[src/verilog/mem_pkg.sv]
//////////////////////////////////////////////////////////////////////
// mem_pkg
// sizes, vector types and bus structs shared by the tagged
// pipelined data memory and its issue buffer
//////////////////////////////////////////////////////////////////////

package mem_pkg;

	//////////////////////////////////////////////////////////////////////
	// vector types
	//////////////////////////////////////////////////////////////////////

	typedef logic [63:0] mem_addr_t;   // byte address
	typedef logic [63:0] mem_data_t;   // one 64-bit word
	typedef logic [3:0]  mem_tag_t;    // 0 = none / refused
	typedef logic [9:0]  mem_line_t;   // word index into storage
	typedef logic [15:0] lat_cnt_t;    // per-tag countdown

	//////////////////////////////////////////////////////////////////////
	// sizes
	//////////////////////////////////////////////////////////////////////

	localparam int unsigned NUM_MEM_TAGS          = 15;
	localparam lat_cnt_t    MEM_LATENCY_IN_CYCLES = 16'd6;
	localparam int unsigned MEM_64BIT_LINES       = 1024;
	localparam mem_addr_t   MEM_SIZE_IN_BYTES     = 64'(8 * MEM_64BIT_LINES);

	// bus command, same codes as the old BUS_* defines
	typedef enum logic [1:0] {
		BUS_NONE  = 2'h0,
		BUS_LOAD  = 2'h1,
		BUS_STORE = 2'h2
	} bus_cmd_t;

	// processor -> memory command
	typedef struct packed {
		bus_cmd_t  cmd;
		mem_addr_t addr;
		mem_data_t data;   // store data, ignored on loads
	} mem_req_t;

	// memory -> processor
	typedef struct packed {
		mem_tag_t  response;   // tag granted this cycle, 0 = not accepted
		logic      fault;      // one-cycle pulse, address refused
		mem_tag_t  tag;        // tag of returning load, 0 = none
		mem_data_t data;       // load data that goes with tag
	} mem_rsp_t;

endpackage
[src/verilog/mem_issue_buffer.sv]
//////////////////////////////////////////////////////////////////////
// mem_issue_buffer
// one-entry hold stage in front of the memory; keeps offering the
// command until a tag is granted or the address is refused
//////////////////////////////////////////////////////////////////////

`timescale 1ns/1ps

module mem_issue_buffer (
	input  logic              clk,
	input  logic              rst_n,
	input  mem_pkg::mem_req_t proc_req,
	input  mem_pkg::mem_rsp_t mem_rsp,
	output mem_pkg::mem_req_t mem_req,
	output logic              busy,       // high while a command waits
	output mem_pkg::mem_tag_t grant_tag   // copy of the memory response
);

	logic              full;      // entry holds a command
	logic              done;      // memory answered the held command
	logic              capture;   // take a new command this edge
	mem_pkg::mem_req_t held;

	// response or fault always belongs to the held command,
	// the slot offers nothing in the cycle before it fills
	assign done = (mem_rsp.response != '0) || mem_rsp.fault;

	// free again as soon as the answer shows
	assign busy = full && !done;

	assign capture = !busy && (proc_req.cmd != mem_pkg::BUS_NONE);

	assign grant_tag = mem_rsp.response;

	//////////////////////////////////////////////////////////////////////
	// full flag and holding register
	//////////////////////////////////////////////////////////////////////

	always_ff @(posedge clk)
	begin
		if (!rst_n)
			full <= 1'b0;
		else if (capture)
			full <= 1'b1;   // refill in the same edge that frees it
		else if (done)
			full <= 1'b0;
	end

	always_ff @(posedge clk)
	begin
		if (capture)
			held <= proc_req;
	end

	//////////////////////////////////////////////////////////////////////
	// command to the memory
	//////////////////////////////////////////////////////////////////////

	// the memory sampled the command on the last edge already,
	// offering it again in the answer cycle would take a second tag
	always_comb
	begin
		mem_req = held;
		if (!busy)
		begin
			mem_req.cmd  = mem_pkg::BUS_NONE;
			mem_req.addr = '0;
			mem_req.data = '0;
		end
	end

endmodule

[config.mk]
export PLATFORM = sky130hd
export DESIGN_NAME = mem_issue_buffer
export DESIGN_NICKNAME = d
export VERILOG_FILES = /design/src/verilog/mem_pkg.sv /design/src/verilog/mem_issue_buffer.sv
export SDC_FILE = /design/constraint.sdc
export NUM_CORES = 1
export LEC_CHECK = 0
export BUFFER_PORTS_ARGS = -buffer_cell sky130_fd_sc_hd__buf_4
export CORE_MARGIN = 10
export CORE_UTILIZATION = 39
export DETAILED_ROUTE_END_ITERATION = 6
export GPL_TIMING_DRIVEN = 0
export HOLD_SLACK_MARGIN = 0.15
export PLACE_DENSITY = 0.8
export SYNTH_ARGS = -nofsm -noshare
export SYNTH_HDL_FRONTEND = slang
export SYNTH_SLANG_ARGS = --single-unit
[constraint.sdc]
create_clock -name clk -period 4.5 [get_ports clk]
set_clock_uncertainty 0.1 [all_clocks]
set_input_delay 0.45 -clock clk [delete_from_list [all_inputs] [get_ports clk]]
set_output_delay 0.45 -clock clk [all_outputs]
set_load 0.02 [all_outputs]
; ---- Yosys cells after proc, flatten, opt, wreduce, memory -nomap -nowiden
; Index checks and enable logic that the tools add are counted.
[word_totals]
reg_bits = 131
elab_cells = 15
output_inout_bits = 135
inputBits = 205
[classes]
n_mux = 3
reduce_logical = 8
[ops]
columns = operator, n
row1 = $mux W130, 1
row2 = $reduce_bool A2 Y1, 2
row3 = $reduce_bool A4 Y1, 1
row4 = $logic_and A1 B1 Y1, 2
row5 = $logic_not A1 Y1, 2
row6 = $mux W1, 2
row7 = $logic_or A1 B1 Y1, 1

; ---- Logic depth before layout (Yosys ltp)
[depth]
depth_word = 7
ltp_mapped = 5
mapped_depth_nobuf = 2

; ---- Worst setup path before layout
; No wires, ideal clock.
[synth_timing]
path_kind = input-to-reg
startpoint = input mem_rsp[72] (netlist bit)
endpoint = register held[0] (netlist bit) (enable)
path_slack_ns = -0.051
stages = 4
n_path_buf = 2
t_required_ns = 3.899
setup_time_ns = 0.501
arrival_time_ns = 3.950
path_cell_list = or2_2 clkbuf_1 clkbuf_1 o22a_1
[synth_between]
elab_chain_len = 6
[synth_lines]
columns = item, line_no
row1 = start: declaration, mem_issue_buffer.sv:13  ; input mem_pkg::mem_rsp_t mem_rsp,
row2 = $reduce_bool A4 Y1, mem_issue_buffer.sv:26  ; assign done = (mem_rsp.response != '0) || mem_rsp.fault;
row3 = $logic_or A1 B1 Y1, mem_issue_buffer.sv:26
row4 = $logic_not A1 Y1, mem_issue_buffer.sv:29  ; assign busy = full && !done;
row5 = $logic_and A1 B1 Y1, mem_issue_buffer.sv:29
row6 = $logic_not A1 Y1, n/a
row7 = $logic_and A1 B1 Y1, mem_issue_buffer.sv:31  ; assign capture = !busy && (proc_req.cmd != mem_pkg::BUS_NONE);
row8 = net capture, mem_issue_buffer.sv:21  ; logic capture;
row9 = end signal: assignment, mem_issue_buffer.sv:52  ; held <= proc_req;
row10 = end: declaration, mem_issue_buffer.sv:22  ; mem_pkg::mem_req_t held;
; The timed path passes the listed nets, and every way through them passes these cells.
; A chain may end at the register's enable or synchronous reset.

; ---- Worst setup path after layout
[layout_timing]
startpoint = input mem_rsp[72] (netlist bit)
endpoint = output busy
[layout_between]
elab_chain_len = 4
[layout_lines]
columns = item, line_no
row1 = $reduce_bool A4 Y1, mem_issue_buffer.sv:26
row2 = $logic_or A1 B1 Y1, mem_issue_buffer.sv:26
row3 = $logic_not A1 Y1, mem_issue_buffer.sv:29
row4 = $logic_and A1 B1 Y1, mem_issue_buffer.sv:29
row5 = end: declaration, mem_issue_buffer.sv:15  ; output logic busy,
; Every way passes these cells.

==> results.md <==
* Vias in the first global route at 4943
* Resize count post-CTS at 0
* Area of the multi-input gates at 0.00106 mm^2
* First-pass GRT wire length at 27800 um
* Fin crit period at 3370 ps
* Worst-Margin Slew at 605 ps
* DRT iter0 DRCs at 208
* Vias at 4616
* Switching share of power at 22.4%
* CTS root buffer: clkbuf_16
* Fillers at 961
* DR WL/cell at 17.3 um
* Post-Synthesis Cells at 432
* Vias per inst at 4.38
* Area of the mapped netlist at 0.00568 mm^2
* Power density over cell area at 318 mW/mm^2
* Crit path max fanout at 10
* GRT Total Usage at 18.0%
* DRC at 0
* Post-route insts no fill at 1053
* VDD IR max at 249 uV
* # IOs at 340
* YS warnings at 0
* Syn nets at 637
* Largest net degree at the start of global routing at 46
* Final setup fails at 0
* Clk_lat worst skew at 400 ps
* Postcts setup bufs at 0
* Die area at 0.0198 mm^2
* F_max at 297 MHz
* Register-to-register setup slack at 1980 ps
* Tcrit/Tclk final at 74.8%
* Core Area at 0.0144 mm^2
* Worst path cell trace: dlygate4sd3_1 -> buf_4 -> or2_2 -> clkbuf_1 -> clkbuf_1 -> clkbuf_1 -> nor2_1 -> buf_4
* # hold bufs at CTS at 132
* Nets at 1061
* CTS Buf Count at 17
* Setup crit start kind: primary input
* HPWL after detailed placement at 12000 um
* Dpl cells at 889
* Post-route ant nets at 0
* WL final at 18300 um
* GRT overflow at 0
* Worst EP required at 3950 ps
* Critical Path End Type: output pin
* ANT cells at 0
* FF/Latch Area at 0.00392 mm^2
* Largest delay share family, worst path: buffers and inverters
* Clk slew on worst S/H paths at 60 ps
* P_int at 2.45 mW
* Mean post-synth cell area at 13.1 um^2
* Slowest library cell on the worst path: dlygate4sd3_1
* Worst hold path type: in -> reg
* CTS tree: built
* Longest Clk Path Bufs at 2
* Register bit total from synthesis at 131
* Starting Density at 39.4%
* Crit Path Class: in -> out
* Initial antenna violation count at 0
* Worst Path Arrival at 2820 ps
* Sequential share of the synthesized area at 69.1%
* Share of post-route cells with drive strength above 1 at 45.7%
* Share of power burned in registers at 46.3%
* RSZ-0062 raised after global routing: no
* Max Slew Vio Count at 0
* Placer Congestion at 0.759
* Total of max-cap violations at 0
* H-tree depth reported by CTS at 4
* Part of the power in the clock network at 42.9%
* Largest incremental delay on the critical path at 530 ps
* Die height at 141 um
* Clock sinks at 131
* Worst rel slew slack at 59.6%
* Status: finished clean
* Area Overhead vs Synth at 74.4%
* CP bufs+invs at 6
* Fin Hold WS at 644 ps
* Net Sw Power at 0.706 mW
* Port bufs at 271
* Leak pwr at 4.50 nW
* CP dominant cell by count: clkbuf_1
* Post-synthesis cell type count at 15
* Logic pwr share at 10.8%
* Row count at 44
* Die W at 141 um
* Pre-antenna DRT Iters at 4
* Final Hold Viols at 0
## stage by stage
stage / instance area, um^2 / power (mW) / setup TNS, ps / setup slack, ps / utilization, %
finish: 9910 / 3.15 / 0 / 1130 / 68.7
global route: 9910 / 3.27 / 0 / 953 / 68.7
CTS: 9910 / 3.16 / 0 / 1030 / 68.7
detailed placement: 8000 / 1.72 / 0 / 1190 / 55.5
global placement: 7950 / 1.71 / -1460 / -16.6 / 55.1
floorplan: 5680 / 1.59 / 0 / 1330 / -
## registers in the layout (all words and copies together) (netlist names)
register / cells
held: 130
full: 1
## kinds of logic after synthesis
family | synth area share [%]
buf+inv | 12.4
flops | 69.1
simple gates | 18.0
compound gates | 0.529
## final cells by class
class | instances | area share [%]
Tap cell | 184 | 2.32
Clock buffer | 17 | 4.29
Sequential cell | 131 | 39.6
Timing Repair Buffer | 405 | 34.4
Buffer | 34 | 2.15
Inverter | 131 | 4.96
Multi-Input combinational cell | 136 | 10.7
Clock inverter | 15 | 1.60
## power by group through the flow
stage | combinational [mW] | sequential [mW] | clock [mW]
floorplan | 0.105 | 1.48 | 0
global placement | 0.226 | 1.49 | 0
detailed placement | 0.238 | 1.48 | 0
CTS | 0.337 | 1.46 | 1.37
global route | 0.367 | 1.47 | 1.44
finish | 0.340 | 1.46 | 1.35
## synth_stat cells
cell	instances	area, um^2
buf_2	8	40.0
nor3_2	70	701
inv_1	131	492
o22a_1	1	8.76
or2_2	1	6.26
buf_4	4	30.0
o41ai_2	1	16.3
or4b_1	1	10.0
o21ai_0	1	5.00
clkbuf_1	14	52.6
edfxtp_1	130	3900
buf_6	8	90.1
dfxtp_1	1	20.0
nor2_1	1	3.75
nor3_1	60	300
## per-layer routing
layer | GRT usage, % | vias to the layer above | routed length [um] | share of wire [%]
li1 | - | 2269 | - | -
met4 | 6.09 | 0 | 303 | 1.7
met5 | 0 | - | 0 | 0
met3 | 8.20 | 18 | 1670 | 9.1
met1 | 18.8 | 2132 | 6860 | 38
met2 | 31.2 | 197 | 9420 | 52
## final timing paths
path	start	endpoint	cells after the start
worst max-delay path	mem_rsp[72]	busy	8
worst min register to register	full	full	5
worst max register to register	full	held[100]	6
worst min-delay path	proc_req[49]	held[49]	2
## worst reg2reg max path, cell delays in order, from the launching register on
cell and delay [ps]:
dfxtp_1 300, or4b_1 160, buf_2 230, buf_6 240, o22a_4 530, buf_12 330, buf_16 280
## placed cells by master (no fill, tap or decap), types with 2 or more instances in the layout
cell,count
clkbuf_1,14
dlygate4sd3_1,132
buf_6,8
bufinv_16,2
inv_1,131
clkinvlp_4,5
clkbuf_16,17
edfxtp_1,130
nor3_2,70
buf_4,275
buf_2,8
inv_6,3
nor3_1,60
clkinv_4,3
Power figures use the tool's default switching activity.
